--- src/verilog/rv_isa_pkg.sv ---
package rv_isa_pkg;

  localparam int XLEN       = 32;
  localparam int REG_ADDR_W = 5;

  // major opcodes
  localparam logic [6:0] OPC_LUI    = 7'b0110111;
  localparam logic [6:0] OPC_AUIPC  = 7'b0010111;
  localparam logic [6:0] OPC_JAL    = 7'b1101111;
  localparam logic [6:0] OPC_JALR   = 7'b1100111;
  localparam logic [6:0] OPC_BRANCH = 7'b1100011;
  localparam logic [6:0] OPC_LOAD   = 7'b0000011;
  localparam logic [6:0] OPC_STORE  = 7'b0100011;
  localparam logic [6:0] OPC_OP_IMM = 7'b0010011;
  localparam logic [6:0] OPC_OP     = 7'b0110011;
  localparam logic [6:0] OPC_SYSTEM = 7'b1110011;

  // arithmetic and logic funct3
  localparam logic [2:0] F3_ADD  = 3'b000;
  localparam logic [2:0] F3_SLL  = 3'b001;
  localparam logic [2:0] F3_SLT  = 3'b010;
  localparam logic [2:0] F3_SLTU = 3'b011;
  localparam logic [2:0] F3_XOR  = 3'b100;
  localparam logic [2:0] F3_SR   = 3'b101;
  localparam logic [2:0] F3_OR   = 3'b110;
  localparam logic [2:0] F3_AND  = 3'b111;
  localparam logic [2:0] F3_JALR = 3'b000;

  // branch funct3
  localparam logic [2:0] F3_BEQ  = 3'b000;
  localparam logic [2:0] F3_BNE  = 3'b001;
  localparam logic [2:0] F3_BLT  = 3'b100;
  localparam logic [2:0] F3_BGE  = 3'b101;
  localparam logic [2:0] F3_BLTU = 3'b110;
  localparam logic [2:0] F3_BGEU = 3'b111;

  // load and store width
  localparam logic [2:0] F3_B  = 3'b000;
  localparam logic [2:0] F3_H  = 3'b001;
  localparam logic [2:0] F3_W  = 3'b010;
  localparam logic [2:0] F3_BU = 3'b100;
  localparam logic [2:0] F3_HU = 3'b101;

  // funct7, ALT selects sub and sra
  localparam logic [6:0] F7_BASE = 7'b0000000;
  localparam logic [6:0] F7_ALT  = 7'b0100000;

  localparam logic [31:0] MASK_OPCODE = 32'h0000_007f;
  localparam logic [31:0] MASK_FUNC3  = 32'h0000_707f;
  localparam logic [31:0] MASK_FUNC7  = 32'hfe00_707f;

  localparam logic [31:0] ECALL_WORD  = {12'h000, 13'h0, OPC_SYSTEM};
  localparam logic [31:0] EBREAK_WORD = {12'h001, 13'h0, OPC_SYSTEM};
  localparam logic [31:0] MRET_WORD   = {12'h302, 13'h0, OPC_SYSTEM};

  // first field is the msb
  typedef struct packed {
    logic inst_misaligned;
    logic inst_access_fault;
    logic illegal_inst;
    logic ecall;
    logic ebreak;
    logic mret;
  } trap_t;

endpackage
--- src/verilog/pipe_ctrl_pkg.sv ---
package pipe_ctrl_pkg;

  typedef enum logic [4:0] {
    ALU_NONE,
    ALU_ADD, ALU_SUB, ALU_XOR, ALU_OR, ALU_AND,
    ALU_SLL, ALU_SRL, ALU_SRA,
    ALU_SLT, ALU_SLTU,
    ALU_BEQ, ALU_BNE, ALU_BLT, ALU_BGE, ALU_BLTU, ALU_BGEU
  } alu_op_e;

  typedef enum logic [3:0] {
    MEM_NONE,
    MEM_LB, MEM_LBU, MEM_LH, MEM_LHU, MEM_LW,
    MEM_SB, MEM_SH, MEM_SW
  } mem_op_e;

  typedef enum logic [3:0] {
    EXC_NONE,
    EXC_LUI, EXC_AUIPC, EXC_JAL, EXC_JALR,
    EXC_LOAD, EXC_STORE, EXC_BRANCH,
    EXC_OPIMM, EXC_OPREG, EXC_EBREAK
  } exc_op_e;

  // no redirect logic yet, always zero
  typedef logic [1:0] pc_op_t;

  typedef struct packed {
    logic                        valid;
    logic [rv_isa_pkg::XLEN-1:0] addr;
    logic [rv_isa_pkg::XLEN-1:0] inst;
    rv_isa_pkg::trap_t           trap;
  } fetch_t;

  typedef struct packed {
    logic                              we;
    logic [rv_isa_pkg::REG_ADDR_W-1:0] addr;
    logic [rv_isa_pkg::XLEN-1:0]       data;
  } wb_t;

  // addr zero means nothing to forward
  typedef struct packed {
    logic [rv_isa_pkg::REG_ADDR_W-1:0] addr;
    logic [rv_isa_pkg::XLEN-1:0]       data;
  } fwd_t;

  typedef struct packed {
    logic                              valid;
    logic [rv_isa_pkg::XLEN-1:0]       addr;
    logic [rv_isa_pkg::XLEN-1:0]       inst;
    logic [rv_isa_pkg::REG_ADDR_W-1:0] rs1_idx;
    logic [rv_isa_pkg::REG_ADDR_W-1:0] rs2_idx;
    logic [rv_isa_pkg::REG_ADDR_W-1:0] rd_idx;
    logic [rv_isa_pkg::XLEN-1:0]       rs1_data;
    logic [rv_isa_pkg::XLEN-1:0]       rs2_data;
    logic [rv_isa_pkg::XLEN-1:0]       imm;
    alu_op_e                           alu_op;
    mem_op_e                           mem_op;
    exc_op_e                           exc_op;
    pc_op_t                            pc_op;
    rv_isa_pkg::trap_t                 trap;
  } id_ex_t;

endpackage

--- src/verilog/decode_stage.sv ---
`timescale 1ns/1ps

module decode_stage #(
  parameter pipe_ctrl_pkg::fetch_t IF_ID_BUBBLE = '0,
  parameter pipe_ctrl_pkg::id_ex_t ID_EX_BUBBLE = '0
) (
  input  logic                        clk_i,
  input  logic                        rst_n_i,
  input  pipe_ctrl_pkg::fetch_t       fetch_i,
  input  pipe_ctrl_pkg::wb_t          wb_i,
  input  logic [rv_isa_pkg::XLEN-1:0] ex_result_i,
  input  pipe_ctrl_pkg::fwd_t         mem_fwd_i,
  output pipe_ctrl_pkg::id_ex_t       id_ex_o,
  output logic                        stall_o
);

  pipe_ctrl_pkg::fetch_t             if_id;
  pipe_ctrl_pkg::id_ex_t             decoded;
  logic [rv_isa_pkg::REG_ADDR_W-1:0] rs1_idx;
  logic [rv_isa_pkg::REG_ADDR_W-1:0] rs2_idx;
  logic [rv_isa_pkg::XLEN-1:0]       rs1_data;
  logic [rv_isa_pkg::XLEN-1:0]       rs2_data;
  logic                              load_use;

  // held while the load-use stall is up
  pipe_reg #(
    .payload_t (pipe_ctrl_pkg::fetch_t),
    .BUBBLE    (IF_ID_BUBBLE)
  ) u_if_id (
    .clk_i    (clk_i),
    .rst_n_i  (rst_n_i),
    .hold_i   (load_use),
    .bubble_i (1'b0),
    .d_i      (fetch_i),
    .q_o      (if_id)
  );

  gpr_file u_gpr (
    .clk_i      (clk_i),
    .rst_n_i    (rst_n_i),
    .rs1_idx_i  (rs1_idx),
    .rs2_idx_i  (rs2_idx),
    .wb_i       (wb_i),
    .rs1_data_o (rs1_data),
    .rs2_data_o (rs2_data)
  );

  // execute bypass comes from the instruction now in ID/EX
  idu u_idu (
    .if_id_i       (if_id),
    .rs1_idx_o     (rs1_idx),
    .rs2_idx_o     (rs2_idx),
    .rs1_data_i    (rs1_data),
    .rs2_data_i    (rs2_data),
    .prev_exc_op_i (id_ex_o.exc_op),
    .ex_rd_addr_i  (id_ex_o.rd_idx),
    .ex_rd_data_i  (ex_result_i),
    .mem_fwd_i     (mem_fwd_i),
    .decoded_o     (decoded),
    .load_use_o    (load_use)
  );

  // stalled slot goes out as a bubble
  pipe_reg #(
    .payload_t (pipe_ctrl_pkg::id_ex_t),
    .BUBBLE    (ID_EX_BUBBLE)
  ) u_id_ex (
    .clk_i    (clk_i),
    .rst_n_i  (rst_n_i),
    .hold_i   (1'b0),
    .bubble_i (load_use),
    .d_i      (decoded),
    .q_o      (id_ex_o)
  );

  assign stall_o = load_use;

endmodule

--- src/verilog/pipe_reg.sv ---
`timescale 1ns/1ps

module pipe_reg #(
  parameter type      payload_t = logic,
  parameter payload_t BUBBLE    = '0
) (
  input  logic     clk_i,
  input  logic     rst_n_i,
  input  logic     hold_i,
  input  logic     bubble_i,
  input  payload_t d_i,
  output payload_t q_o
);

  // bubble wins over hold
  always_ff @(posedge clk_i or negedge rst_n_i) begin
    if (!rst_n_i) begin
      q_o <= BUBBLE;
    end else if (bubble_i) begin
      q_o <= BUBBLE;
    end else if (!hold_i) begin
      q_o <= d_i;
    end
  end

endmodule

--- src/verilog/idu.sv ---
`timescale 1ns/1ps

module idu (
  input  pipe_ctrl_pkg::fetch_t             if_id_i,
  output logic [rv_isa_pkg::REG_ADDR_W-1:0] rs1_idx_o,
  output logic [rv_isa_pkg::REG_ADDR_W-1:0] rs2_idx_o,
  input  logic [rv_isa_pkg::XLEN-1:0]       rs1_data_i,
  input  logic [rv_isa_pkg::XLEN-1:0]       rs2_data_i,
  input  pipe_ctrl_pkg::exc_op_e            prev_exc_op_i,
  input  logic [rv_isa_pkg::REG_ADDR_W-1:0] ex_rd_addr_i,
  input  logic [rv_isa_pkg::XLEN-1:0]       ex_rd_data_i,
  input  pipe_ctrl_pkg::fwd_t               mem_fwd_i,
  output pipe_ctrl_pkg::id_ex_t             decoded_o,
  output logic                              load_use_o
);

  localparam logic [31:0] M_OP = rv_isa_pkg::MASK_OPCODE;
  localparam logic [31:0] M_F3 = rv_isa_pkg::MASK_FUNC3;
  localparam logic [31:0] M_F7 = rv_isa_pkg::MASK_FUNC7;
  localparam logic [6:0]  BASE = rv_isa_pkg::F7_BASE;
  localparam logic [6:0]  ALT  = rv_isa_pkg::F7_ALT;

  function automatic logic match(input logic [31:0] word, input logic [31:0] mask,
                                 input logic [6:0] f7, input logic [2:0] f3,
                                 input logic [6:0] opc);
    return (word & mask) == ({f7, 10'b0, f3, 5'b0, opc} & mask);
  endfunction

  logic [31:0] inst;
  logic is_lui, is_auipc, is_jal, is_jalr;
  logic is_beq, is_bne, is_blt, is_bge, is_bltu, is_bgeu;
  logic is_lb, is_lh, is_lw, is_lbu, is_lhu, is_sb, is_sh, is_sw;
  logic is_addi, is_slti, is_sltiu, is_xori, is_ori, is_andi;
  logic is_slli, is_srli, is_srai;
  logic is_add, is_sub, is_sll, is_slt, is_sltu, is_xor, is_srl, is_sra, is_or, is_and;
  logic is_ecall, is_ebreak, is_mret;
  logic t_branch, t_load, t_store, t_opimm, t_op, t_sys;
  logic r_type, i_type, s_type, b_type, u_type, j_type, illegal;
  logic [rv_isa_pkg::REG_ADDR_W-1:0] rs1_idx, rs2_idx, rd_idx;
  logic [rv_isa_pkg::XLEN-1:0] imm, rs1_data, rs2_data;
  logic rs1_ex, rs2_ex, rs1_mem, rs2_mem;
  pipe_ctrl_pkg::alu_op_e alu_op;
  pipe_ctrl_pkg::mem_op_e mem_op;
  pipe_ctrl_pkg::exc_op_e exc_op;
  rv_isa_pkg::trap_t trap;

  assign inst = if_id_i.inst;

  assign is_lui   = match(inst, M_OP, BASE, 3'd0, rv_isa_pkg::OPC_LUI);
  assign is_auipc = match(inst, M_OP, BASE, 3'd0, rv_isa_pkg::OPC_AUIPC);
  assign is_jal   = match(inst, M_OP, BASE, 3'd0, rv_isa_pkg::OPC_JAL);
  assign is_jalr  = match(inst, M_F3, BASE, rv_isa_pkg::F3_JALR, rv_isa_pkg::OPC_JALR);

  assign is_beq  = match(inst, M_F3, BASE, rv_isa_pkg::F3_BEQ, rv_isa_pkg::OPC_BRANCH);
  assign is_bne  = match(inst, M_F3, BASE, rv_isa_pkg::F3_BNE, rv_isa_pkg::OPC_BRANCH);
  assign is_blt  = match(inst, M_F3, BASE, rv_isa_pkg::F3_BLT, rv_isa_pkg::OPC_BRANCH);
  assign is_bge  = match(inst, M_F3, BASE, rv_isa_pkg::F3_BGE, rv_isa_pkg::OPC_BRANCH);
  assign is_bltu = match(inst, M_F3, BASE, rv_isa_pkg::F3_BLTU, rv_isa_pkg::OPC_BRANCH);
  assign is_bgeu = match(inst, M_F3, BASE, rv_isa_pkg::F3_BGEU, rv_isa_pkg::OPC_BRANCH);

  assign is_lb  = match(inst, M_F3, BASE, rv_isa_pkg::F3_B, rv_isa_pkg::OPC_LOAD);
  assign is_lh  = match(inst, M_F3, BASE, rv_isa_pkg::F3_H, rv_isa_pkg::OPC_LOAD);
  assign is_lw  = match(inst, M_F3, BASE, rv_isa_pkg::F3_W, rv_isa_pkg::OPC_LOAD);
  assign is_lbu = match(inst, M_F3, BASE, rv_isa_pkg::F3_BU, rv_isa_pkg::OPC_LOAD);
  assign is_lhu = match(inst, M_F3, BASE, rv_isa_pkg::F3_HU, rv_isa_pkg::OPC_LOAD);
  assign is_sb  = match(inst, M_F3, BASE, rv_isa_pkg::F3_B, rv_isa_pkg::OPC_STORE);
  assign is_sh  = match(inst, M_F3, BASE, rv_isa_pkg::F3_H, rv_isa_pkg::OPC_STORE);
  assign is_sw  = match(inst, M_F3, BASE, rv_isa_pkg::F3_W, rv_isa_pkg::OPC_STORE);

  assign is_addi  = match(inst, M_F3, BASE, rv_isa_pkg::F3_ADD, rv_isa_pkg::OPC_OP_IMM);
  assign is_slti  = match(inst, M_F3, BASE, rv_isa_pkg::F3_SLT, rv_isa_pkg::OPC_OP_IMM);
  assign is_sltiu = match(inst, M_F3, BASE, rv_isa_pkg::F3_SLTU, rv_isa_pkg::OPC_OP_IMM);
  assign is_xori  = match(inst, M_F3, BASE, rv_isa_pkg::F3_XOR, rv_isa_pkg::OPC_OP_IMM);
  assign is_ori   = match(inst, M_F3, BASE, rv_isa_pkg::F3_OR, rv_isa_pkg::OPC_OP_IMM);
  assign is_andi  = match(inst, M_F3, BASE, rv_isa_pkg::F3_AND, rv_isa_pkg::OPC_OP_IMM);
  // shift immediates also check funct7
  assign is_slli  = match(inst, M_F7, BASE, rv_isa_pkg::F3_SLL, rv_isa_pkg::OPC_OP_IMM);
  assign is_srli  = match(inst, M_F7, BASE, rv_isa_pkg::F3_SR, rv_isa_pkg::OPC_OP_IMM);
  assign is_srai  = match(inst, M_F7, ALT, rv_isa_pkg::F3_SR, rv_isa_pkg::OPC_OP_IMM);

  assign is_add  = match(inst, M_F7, BASE, rv_isa_pkg::F3_ADD, rv_isa_pkg::OPC_OP);
  assign is_sub  = match(inst, M_F7, ALT, rv_isa_pkg::F3_ADD, rv_isa_pkg::OPC_OP);
  assign is_sll  = match(inst, M_F7, BASE, rv_isa_pkg::F3_SLL, rv_isa_pkg::OPC_OP);
  assign is_slt  = match(inst, M_F7, BASE, rv_isa_pkg::F3_SLT, rv_isa_pkg::OPC_OP);
  assign is_sltu = match(inst, M_F7, BASE, rv_isa_pkg::F3_SLTU, rv_isa_pkg::OPC_OP);
  assign is_xor  = match(inst, M_F7, BASE, rv_isa_pkg::F3_XOR, rv_isa_pkg::OPC_OP);
  assign is_srl  = match(inst, M_F7, BASE, rv_isa_pkg::F3_SR, rv_isa_pkg::OPC_OP);
  assign is_sra  = match(inst, M_F7, ALT, rv_isa_pkg::F3_SR, rv_isa_pkg::OPC_OP);
  assign is_or   = match(inst, M_F7, BASE, rv_isa_pkg::F3_OR, rv_isa_pkg::OPC_OP);
  assign is_and  = match(inst, M_F7, BASE, rv_isa_pkg::F3_AND, rv_isa_pkg::OPC_OP);

  assign is_ecall  = (inst == rv_isa_pkg::ECALL_WORD);
  assign is_ebreak = (inst == rv_isa_pkg::EBREAK_WORD);
  assign is_mret   = (inst == rv_isa_pkg::MRET_WORD);

  assign t_branch = is_beq | is_bne | is_blt | is_bge | is_bltu | is_bgeu;
  assign t_load   = is_lb | is_lh | is_lw | is_lbu | is_lhu;
  assign t_store  = is_sb | is_sh | is_sw;
  assign t_opimm  = is_addi | is_slti | is_sltiu | is_xori | is_ori | is_andi |
                    is_slli | is_srli | is_srai;
  assign t_op     = is_add | is_sub | is_sll | is_slt | is_sltu | is_xor |
                    is_srl | is_sra | is_or | is_and;
  assign t_sys    = is_ecall | is_ebreak | is_mret;

  assign r_type  = t_op;
  assign i_type  = t_load | t_opimm | is_jalr | t_sys;
  assign s_type  = t_store;
  assign b_type  = t_branch;
  assign u_type  = is_lui | is_auipc;
  assign j_type  = is_jal;
  assign illegal = ~(r_type | i_type | s_type | b_type | u_type | j_type);

  // unused fields read as x0
  assign rs1_idx = (r_type | i_type | s_type | b_type) ? inst[19:15] : '0;
  assign rs2_idx = (r_type | s_type | b_type) ? inst[24:20] : '0;
  assign rd_idx  = (r_type | i_type | u_type | j_type) ? inst[11:7] : '0;

  assign rs1_idx_o = rs1_idx;
  assign rs2_idx_o = rs2_idx;

  always_comb begin
    if (i_type) begin
      imm = {{21{inst[31]}}, inst[30:20]};
    end else if (s_type) begin
      imm = {{21{inst[31]}}, inst[30:25], inst[11:7]};
    end else if (b_type) begin
      imm = {{20{inst[31]}}, inst[7], inst[30:25], inst[11:8], 1'b0};
    end else if (u_type) begin
      imm = {inst[31:12], 12'b0};
    end else if (j_type) begin
      imm = {{12{inst[31]}}, inst[19:12], inst[20], inst[30:21], 1'b0};
    end else begin
      imm = '0;
    end
  end

  // ex beats mem, register file handles wb
  assign rs1_ex  = (rs1_idx != '0) && (rs1_idx == ex_rd_addr_i);
  assign rs2_ex  = (rs2_idx != '0) && (rs2_idx == ex_rd_addr_i);
  assign rs1_mem = (rs1_idx != '0) && (rs1_idx == mem_fwd_i.addr);
  assign rs2_mem = (rs2_idx != '0) && (rs2_idx == mem_fwd_i.addr);

  assign rs1_data = rs1_ex ? ex_rd_data_i : rs1_mem ? mem_fwd_i.data : rs1_data_i;
  assign rs2_data = rs2_ex ? ex_rd_data_i : rs2_mem ? mem_fwd_i.data : rs2_data_i;

  // load data not ready until mem stage
  assign load_use_o = if_id_i.valid && (prev_exc_op_i == pipe_ctrl_pkg::EXC_LOAD) &&
                      (rs1_ex || rs2_ex);

  always_comb begin
    alu_op = pipe_ctrl_pkg::ALU_NONE;
    if (is_add | is_addi | t_load | t_store | is_jal | is_jalr | u_type) begin
      alu_op = pipe_ctrl_pkg::ALU_ADD;
    end
    if (is_sub) alu_op = pipe_ctrl_pkg::ALU_SUB;
    if (is_xor | is_xori) alu_op = pipe_ctrl_pkg::ALU_XOR;
    if (is_or | is_ori) alu_op = pipe_ctrl_pkg::ALU_OR;
    if (is_and | is_andi) alu_op = pipe_ctrl_pkg::ALU_AND;
    if (is_sll | is_slli) alu_op = pipe_ctrl_pkg::ALU_SLL;
    if (is_srl | is_srli) alu_op = pipe_ctrl_pkg::ALU_SRL;
    if (is_sra | is_srai) alu_op = pipe_ctrl_pkg::ALU_SRA;
    if (is_slt | is_slti) alu_op = pipe_ctrl_pkg::ALU_SLT;
    if (is_sltu | is_sltiu) alu_op = pipe_ctrl_pkg::ALU_SLTU;
    if (is_beq) alu_op = pipe_ctrl_pkg::ALU_BEQ;
    if (is_bne) alu_op = pipe_ctrl_pkg::ALU_BNE;
    if (is_blt) alu_op = pipe_ctrl_pkg::ALU_BLT;
    if (is_bge) alu_op = pipe_ctrl_pkg::ALU_BGE;
    if (is_bltu) alu_op = pipe_ctrl_pkg::ALU_BLTU;
    if (is_bgeu) alu_op = pipe_ctrl_pkg::ALU_BGEU;
  end

  always_comb begin
    mem_op = pipe_ctrl_pkg::MEM_NONE;
    if (is_lb) mem_op = pipe_ctrl_pkg::MEM_LB;
    if (is_lbu) mem_op = pipe_ctrl_pkg::MEM_LBU;
    if (is_lh) mem_op = pipe_ctrl_pkg::MEM_LH;
    if (is_lhu) mem_op = pipe_ctrl_pkg::MEM_LHU;
    if (is_lw) mem_op = pipe_ctrl_pkg::MEM_LW;
    if (is_sb) mem_op = pipe_ctrl_pkg::MEM_SB;
    if (is_sh) mem_op = pipe_ctrl_pkg::MEM_SH;
    if (is_sw) mem_op = pipe_ctrl_pkg::MEM_SW;
  end

  // ecall and mret only leave trap bits
  always_comb begin
    exc_op = pipe_ctrl_pkg::EXC_NONE;
    if (is_lui) exc_op = pipe_ctrl_pkg::EXC_LUI;
    if (is_auipc) exc_op = pipe_ctrl_pkg::EXC_AUIPC;
    if (is_jal) exc_op = pipe_ctrl_pkg::EXC_JAL;
    if (is_jalr) exc_op = pipe_ctrl_pkg::EXC_JALR;
    if (t_load) exc_op = pipe_ctrl_pkg::EXC_LOAD;
    if (t_store) exc_op = pipe_ctrl_pkg::EXC_STORE;
    if (t_branch) exc_op = pipe_ctrl_pkg::EXC_BRANCH;
    if (t_opimm) exc_op = pipe_ctrl_pkg::EXC_OPIMM;
    if (t_op) exc_op = pipe_ctrl_pkg::EXC_OPREG;
    if (is_ebreak) exc_op = pipe_ctrl_pkg::EXC_EBREAK;
  end

  always_comb begin
    trap              = if_id_i.trap;
    trap.illegal_inst = illegal;
    trap.ecall        = is_ecall;
    trap.ebreak       = is_ebreak;
    trap.mret         = is_mret;
  end

  // invalid slot leaves an all-zero bubble
  always_comb begin
    decoded_o = '0;
    if (if_id_i.valid) begin
      decoded_o.valid    = 1'b1;
      decoded_o.addr     = if_id_i.addr;
      decoded_o.inst     = inst;
      decoded_o.rs1_idx  = rs1_idx;
      decoded_o.rs2_idx  = rs2_idx;
      decoded_o.rd_idx   = rd_idx;
      decoded_o.rs1_data = rs1_data;
      decoded_o.rs2_data = rs2_data;
      decoded_o.imm      = imm;
      decoded_o.alu_op   = alu_op;
      decoded_o.mem_op   = mem_op;
      decoded_o.exc_op   = exc_op;
      decoded_o.pc_op    = '0;
      decoded_o.trap     = trap;
    end
  end

endmodule

--- src/verilog/gpr_file.sv ---
`timescale 1ns/1ps

module gpr_file (
  input  logic                              clk_i,
  input  logic                              rst_n_i,
  input  logic [rv_isa_pkg::REG_ADDR_W-1:0] rs1_idx_i,
  input  logic [rv_isa_pkg::REG_ADDR_W-1:0] rs2_idx_i,
  input  pipe_ctrl_pkg::wb_t                wb_i,
  output logic [rv_isa_pkg::XLEN-1:0]       rs1_data_o,
  output logic [rv_isa_pkg::XLEN-1:0]       rs2_data_o
);

  // x0 has no storage
  logic [rv_isa_pkg::XLEN-1:0] regs [1:31];
  logic                        wr_en;
  logic                        rs1_wt;
  logic                        rs2_wt;

  assign wr_en = wb_i.we && (wb_i.addr != '0);

  always_ff @(posedge clk_i or negedge rst_n_i) begin
    if (!rst_n_i) begin
      for (int i = 1; i < 32; i++) begin
        regs[i] <= '0;
      end
    end else if (wr_en) begin
      regs[wb_i.addr] <= wb_i.data;
    end
  end

  // write-through, lowest bypass level
  assign rs1_wt = wr_en && (wb_i.addr == rs1_idx_i);
  assign rs2_wt = wr_en && (wb_i.addr == rs2_idx_i);

  assign rs1_data_o = (rs1_idx_i == '0) ? '0 :
                      rs1_wt            ? wb_i.data :
                                          regs[rs1_idx_i];
  assign rs2_data_o = (rs2_idx_i == '0) ? '0 :
                      rs2_wt            ? wb_i.data :
                                          regs[rs2_idx_i];

endmodule

--- config.mk ---
export PLATFORM = sky130hd
export DESIGN_NAME = decode_stage
export DESIGN_NICKNAME = d
export VERILOG_FILES = /design/src/verilog/rv_isa_pkg.sv /design/src/verilog/pipe_ctrl_pkg.sv /design/src/verilog/decode_stage.sv /design/src/verilog/pipe_reg.sv /design/src/verilog/idu.sv /design/src/verilog/gpr_file.sv
export SDC_FILE = /design/constraint.sdc
export NUM_CORES = 2
export LEC_CHECK = 0
export ABC_CLOCK_PERIOD_IN_PS = 3700
export BUFFER_PORTS_ARGS = -buffer_cell sky130_fd_sc_hd__buf_2
export CAP_MARGIN = 20
export CORE_UTILIZATION = 55
export DETAILED_ROUTE_END_ITERATION = 8
export PLACE_DENSITY = 0.76
export SYNTH_ARGS = -nofsm -noshare
export SYNTH_HDL_FRONTEND = slang
export SYNTH_HIERARCHICAL = 1
export SYNTH_SLANG_ARGS = --single-unit
--- constraint.sdc ---
create_clock -name clk_i -period 3.7 [get_ports clk_i]
set_input_delay 0.555 -clock clk_i [delete_from_list [all_inputs] [get_ports clk_i]]
set_output_delay 0.555 -clock clk_i [all_outputs]
set_load 0.01 [all_outputs]
-- After elaboration in Yosys (flattened, before gate mapping)
Cells that the tools add are included.
- bits in registers: 1256
- latch bits: 0
- bits in writable memories: 0
- ROM bits: 0
- input bits: 180
- output and inout port bits: 198
- word-level logic and storage cells: 244
- memories: 0
- add/sub/neg operators: 0
- multiply operators: 0
- div/mod/pow operators: 0
- $lt $le $gt $ge: 4
- eq/ne operators: 47
- shifts and indexed selects: 0
- muxes and demuxes: 61
- bitwise operators: 61
- reductions and logical operators: 16
- operators with widths (kind ; number):
    $bwmux W992 ; 1
    $mux W32 ; 18
    $mux W197 ; 2
    $bmux W32 S5 ; 2
    $demux W32 S5 ; 1
    $eq A10 B10 Y1 const B ; 9
    $mux W5 ; 18
    $eq A17 B10 Y1 const B ; 5
    $or A1 B1 Y1 ; 57
    $eq A17 B16 Y1 const B ; 3
    $eq A10 B9 Y1 const B ; 4
    $mux W4 ; 10
    $eq A17 B8 Y1 const B ; 2
    $eq A17 B9 Y1 const B ; 2
    $eq A32 B21 Y1 const B ; 1
    $eq A32 B30 Y1 const B ; 1
    $eq A32 B7 Y1 const B ; 1
    $eq A10 B8 Y1 const B ; 3
    $eq A5 B5 Y1 ; 6
    $eq A10 B7 Y1 const B ; 2
    $ge A6 B6 Y1 const B ; 3
    $not A5 Y6 ; 3
    $eq A17 B6 Y1 const B ; 1
    $reduce_bool A5 Y1 ; 3
    15 further kinds ; 31

-- Logic depth before layout (Yosys ltp)
- depth after elaboration: 28
- depth in mapped cells: 21
- mapped depth without buffers: 16

-- Cells and area by module
The synthesis kept the hierarchy.
- by module, submodules not included (module ; instances ; cells each ; area each (um^2) ; seq. area each (um^2)):
    gpr_file ; 1 ; 3691 ; 53512.6 ; 24823.8
    pipe_reg (u_id_ex) ; 1 ; 635 ; 8001.4 ; 4929.7
    idu ; 1 ; 628 ; 3528.4 ; 0.0
    pipe_reg (u_if_id) ; 1 ; 229 ; 2901.5 ; 1776.7
    decode_stage ; 1 ; 1 ; 3.8 ; 0.0

-- Worst setup path after synthesis
No wires, ideal clock.
- kind: register to register
- from: reg u_if_id/q_o[8] (netlist bit)
- to: reg u_id_ex/q_o[100] (netlist bit)
- library setup time: 0.121 ns
- arrival time: 3.595 ns
- required time: 3.579 ns
- slack: -0.016 ns
- stages on the path, launching flop included: 21
- path buffers: 4
- clock period less this slack: 3.716 ns
- path through: dfrtp_1 -> and4bb_1 -> buf_1 -> nand4_1 -> nor3_2 -> o2bb2ai_1 -> nor2_1 -> nand2_1 -> and2_1 -> buf_6 -> buf_6 -> buf_2 -> mux4_2 -> a22oi_1 -> a21oi_1 -> o21ai_1 -> nand2_1 -> nand2_1 -> a31oi_1 -> mux2i_1 -> nor2_1
- RTL lines (element ; line ; RTL):
    start, declared ; pipe_reg.sv:12 ; output payload_t q_o
    start signal, assigned ; pipe_reg.sv:22 ; q_o <= d_i;
    end signal, assigned ; pipe_reg.sv:22 ;
    end, declared ; pipe_reg.sv:12 ;

==> run_results.csv <==
group,metric,value,unit
clocking,cts_tree,"yes",
grt,grt_pass1_wl,341800,um
floorplan,chipWidth,353.1,um
floorplan,io_pins,378,
sta,rsz0062_at_grt,"yes",
sta,max-slew-margin-rel,0.4134,
layout,final_nets,6020,
detailed_routing,num_vias,53156,
clocking,cts.sinks,1256,
sta,clock_skew,29.88,ps
synth,ys_warn_count,6,
layout,final_cell_mix,"1,252 x dfrtp_1, 1,066 x mux2_2, 445 x buf_4",
sta,finalCritPeriodShare,1.120,
clocking,cts_root_buf,"clkbuf_16",
power_and_ir_drop,power.density,443.2,nW/um2
floorplan,core-area,122000,um2
place,hpwlAfterDp,146000,um
layout,final_util,0.6863,
critical_path,worstPathRequired,4370,ps
floorplan,rows,128,
sta,final_max_slew_viol_count,0,
grt,antenna_found_initial,16,
place,placed_cells,7179,
sta,period_needed,4143,ps
layout,fin_area,83750,um2
clocking,cts.path.max_buffers,3,
layout,fin_cells,7570,
layout,final_common_cell,"dfrtp_1",
sta,setup_viol,65,
clocking,worstSkewPairLatency,790,ps
run_status,status,"complete, but fails checks",
sta,max_freq,0.2414,GHz
clocking,clk_pin_slew,60,ps
clocking,cts_buffers,131,
place,place.gp.congestion,0.9871,
layout,layout-drive-gt1-share,0.5344,
grt,grt.overflow.total,0,
place,dp_slack,-707.4,ps
floorplan,die-area,124700,um2
sta,final_hold_viol_count,0,
detailed_routing,drt.antenna.violating_nets,0,
synth,netlist_area,67790,um2
detailed_routing,wl_per_cell,31.45,um
critical_path,crit_arrival,4810,ps
floorplan,die_h,353.1,um
floorplan,initial_core_util,0.5555,
synth,synth.avg_cell_area,13.11,um2
detailed_routing,firstDrtPassIters,9,
sta,worst_slew_pin_slew,876.8,ps
run_status,failed_checks,"design-rule violations, negative setup slack",
power_and_ir_drop,cellLeakagePower,36.89,nW
detailed_routing,vias_per_cell,7.022,
critical_path,critPathLaunchType,"flop",
clocking,htreeDepth,4,
sta,layout_setup_ws,-443.1,ps
detailed_routing,drc,2,
place,placed_area,74650,um2
power_and_ir_drop,vdd_drop_max,0.5387,mV
worst_hold_path,hp-class,"input port to flop",
grt,grt_usage,0.3641,
detailed_routing,detail_route.iter0.violations,7224,
critical_path,path_class,"flop to flop",
critical_path,end_kind,"flop",
detailed_routing,wirelength,238100,um
sta,hold_ws,33.19,ps
critical_path,crit_fanout,6,
place,io_buffer_count,373,
grt,grt_max_degree,198,
synth,netlist_instances,5172,
run,maxCapViolCount,0,
grt,grt_pass1_vias,53004,
layout,area_delta_synth_final,23.54,%
[worst max-delay path, stage by stage (launching register included)]
cell       delay [ps]
dfrtp_1           480
or3_4             400
buf_4             160
nor2_4            120
a31oi_4           110
o2bb2ai_4         220
nor2_4             60
nand2_4            60
and2_4            180
buf_12            120
buf_16            140
buf_16            130
buf_12            110
buf_12            100
buf_12            120
mux4_2            510
a22oi_2           180
nand3_2           170
nor2_1            150
nor3_1             70
nand2_1           120
a31oi_1           110
mux2i_1           140
nor2_1             50
[power breakdown]
part / leakage (nW) / total (W) / switching [W] / internal [W]
registers: 16.3 / 0.0178 / 0.00185 / 0.0159
logic: 18.5 / 0.00571 / 0.00237 / 0.00334
clock network: 2.14 / 0.0136 / 0.00567 / 0.00795
total: 36.9 / 0.0371 / 0.00989 / 0.0272
[worst paths after layout]
kind	start	end	slack [ps]	cells past startpoint
setup / recovery	u_if_id/q_o[33]	u_id_ex/q_o[113]	-440	23
hold / removal	fetch_i[57]	u_if_id/q_o[57]	30	3
setup reg to reg	u_if_id/q_o[33]	u_id_ex/q_o[113]	-440	23
hold reg to reg	u_if_id/q_o[54]	u_if_id/q_o[54]	510	2
max in group asynchronous	rst_n_i	u_gpr/regs[943]	2150	4
min in group asynchronous	rst_n_i	u_id_ex/q_o[151]	340	2
[final cells by class]
cell class | instances | area, um2
Multi-Input combinational cell | 3368 | 36070
Timing Repair Buffer | 1069 | 9788
Inverter | 14 | 52.55
Sequential cell | 1256 | 31440
Tap cell | 1625 | 2033
Fill cell | 7783 | 38280
Clock inverter | 38 | 445.4
Clock buffer | 193 | 3911
Antenna cell | 7 | 17.52
[metrics by stage]
step                TNS, ps  power (W)
finish               -18980    0.03712
global route         -24730    0.03823
CTS                  -12480    0.03662
detailed placement   -28430    0.02298
global placement     -25410    0.02254
floorplan                 0    0.02115
[registers in the layout, indices dropped and copies added, names as in the netlist]
| register | cells |
|---|---|
| u_if_id/q_o | 67 |
| u_id_ex/q_o | 197 |
| u_gpr/regs | 992 |
[repair_timing]
action                     CTS  global route
hold buffers                 1             0
buffers inserted            72            77
gates resized for setup    375           319
cloned                      12            12
pin swaps                   85           193
hold endpoints to repair    59             0
setup endpoints to repair   80            65
[routing by layer]
metal | vias to the layer above | routed length, um | GRT usage
li1 | 20757 | - | -
met1 | 27248 | 85800 | 0.4690
met2 | 4032 | 108700 | 0.5633
met3 | 1103 | 27050 | 0.09447
met4 | 16 | 16490 | 0.2036
met5 | - | 111 | 0
Power figures use the tool's default switching activity.
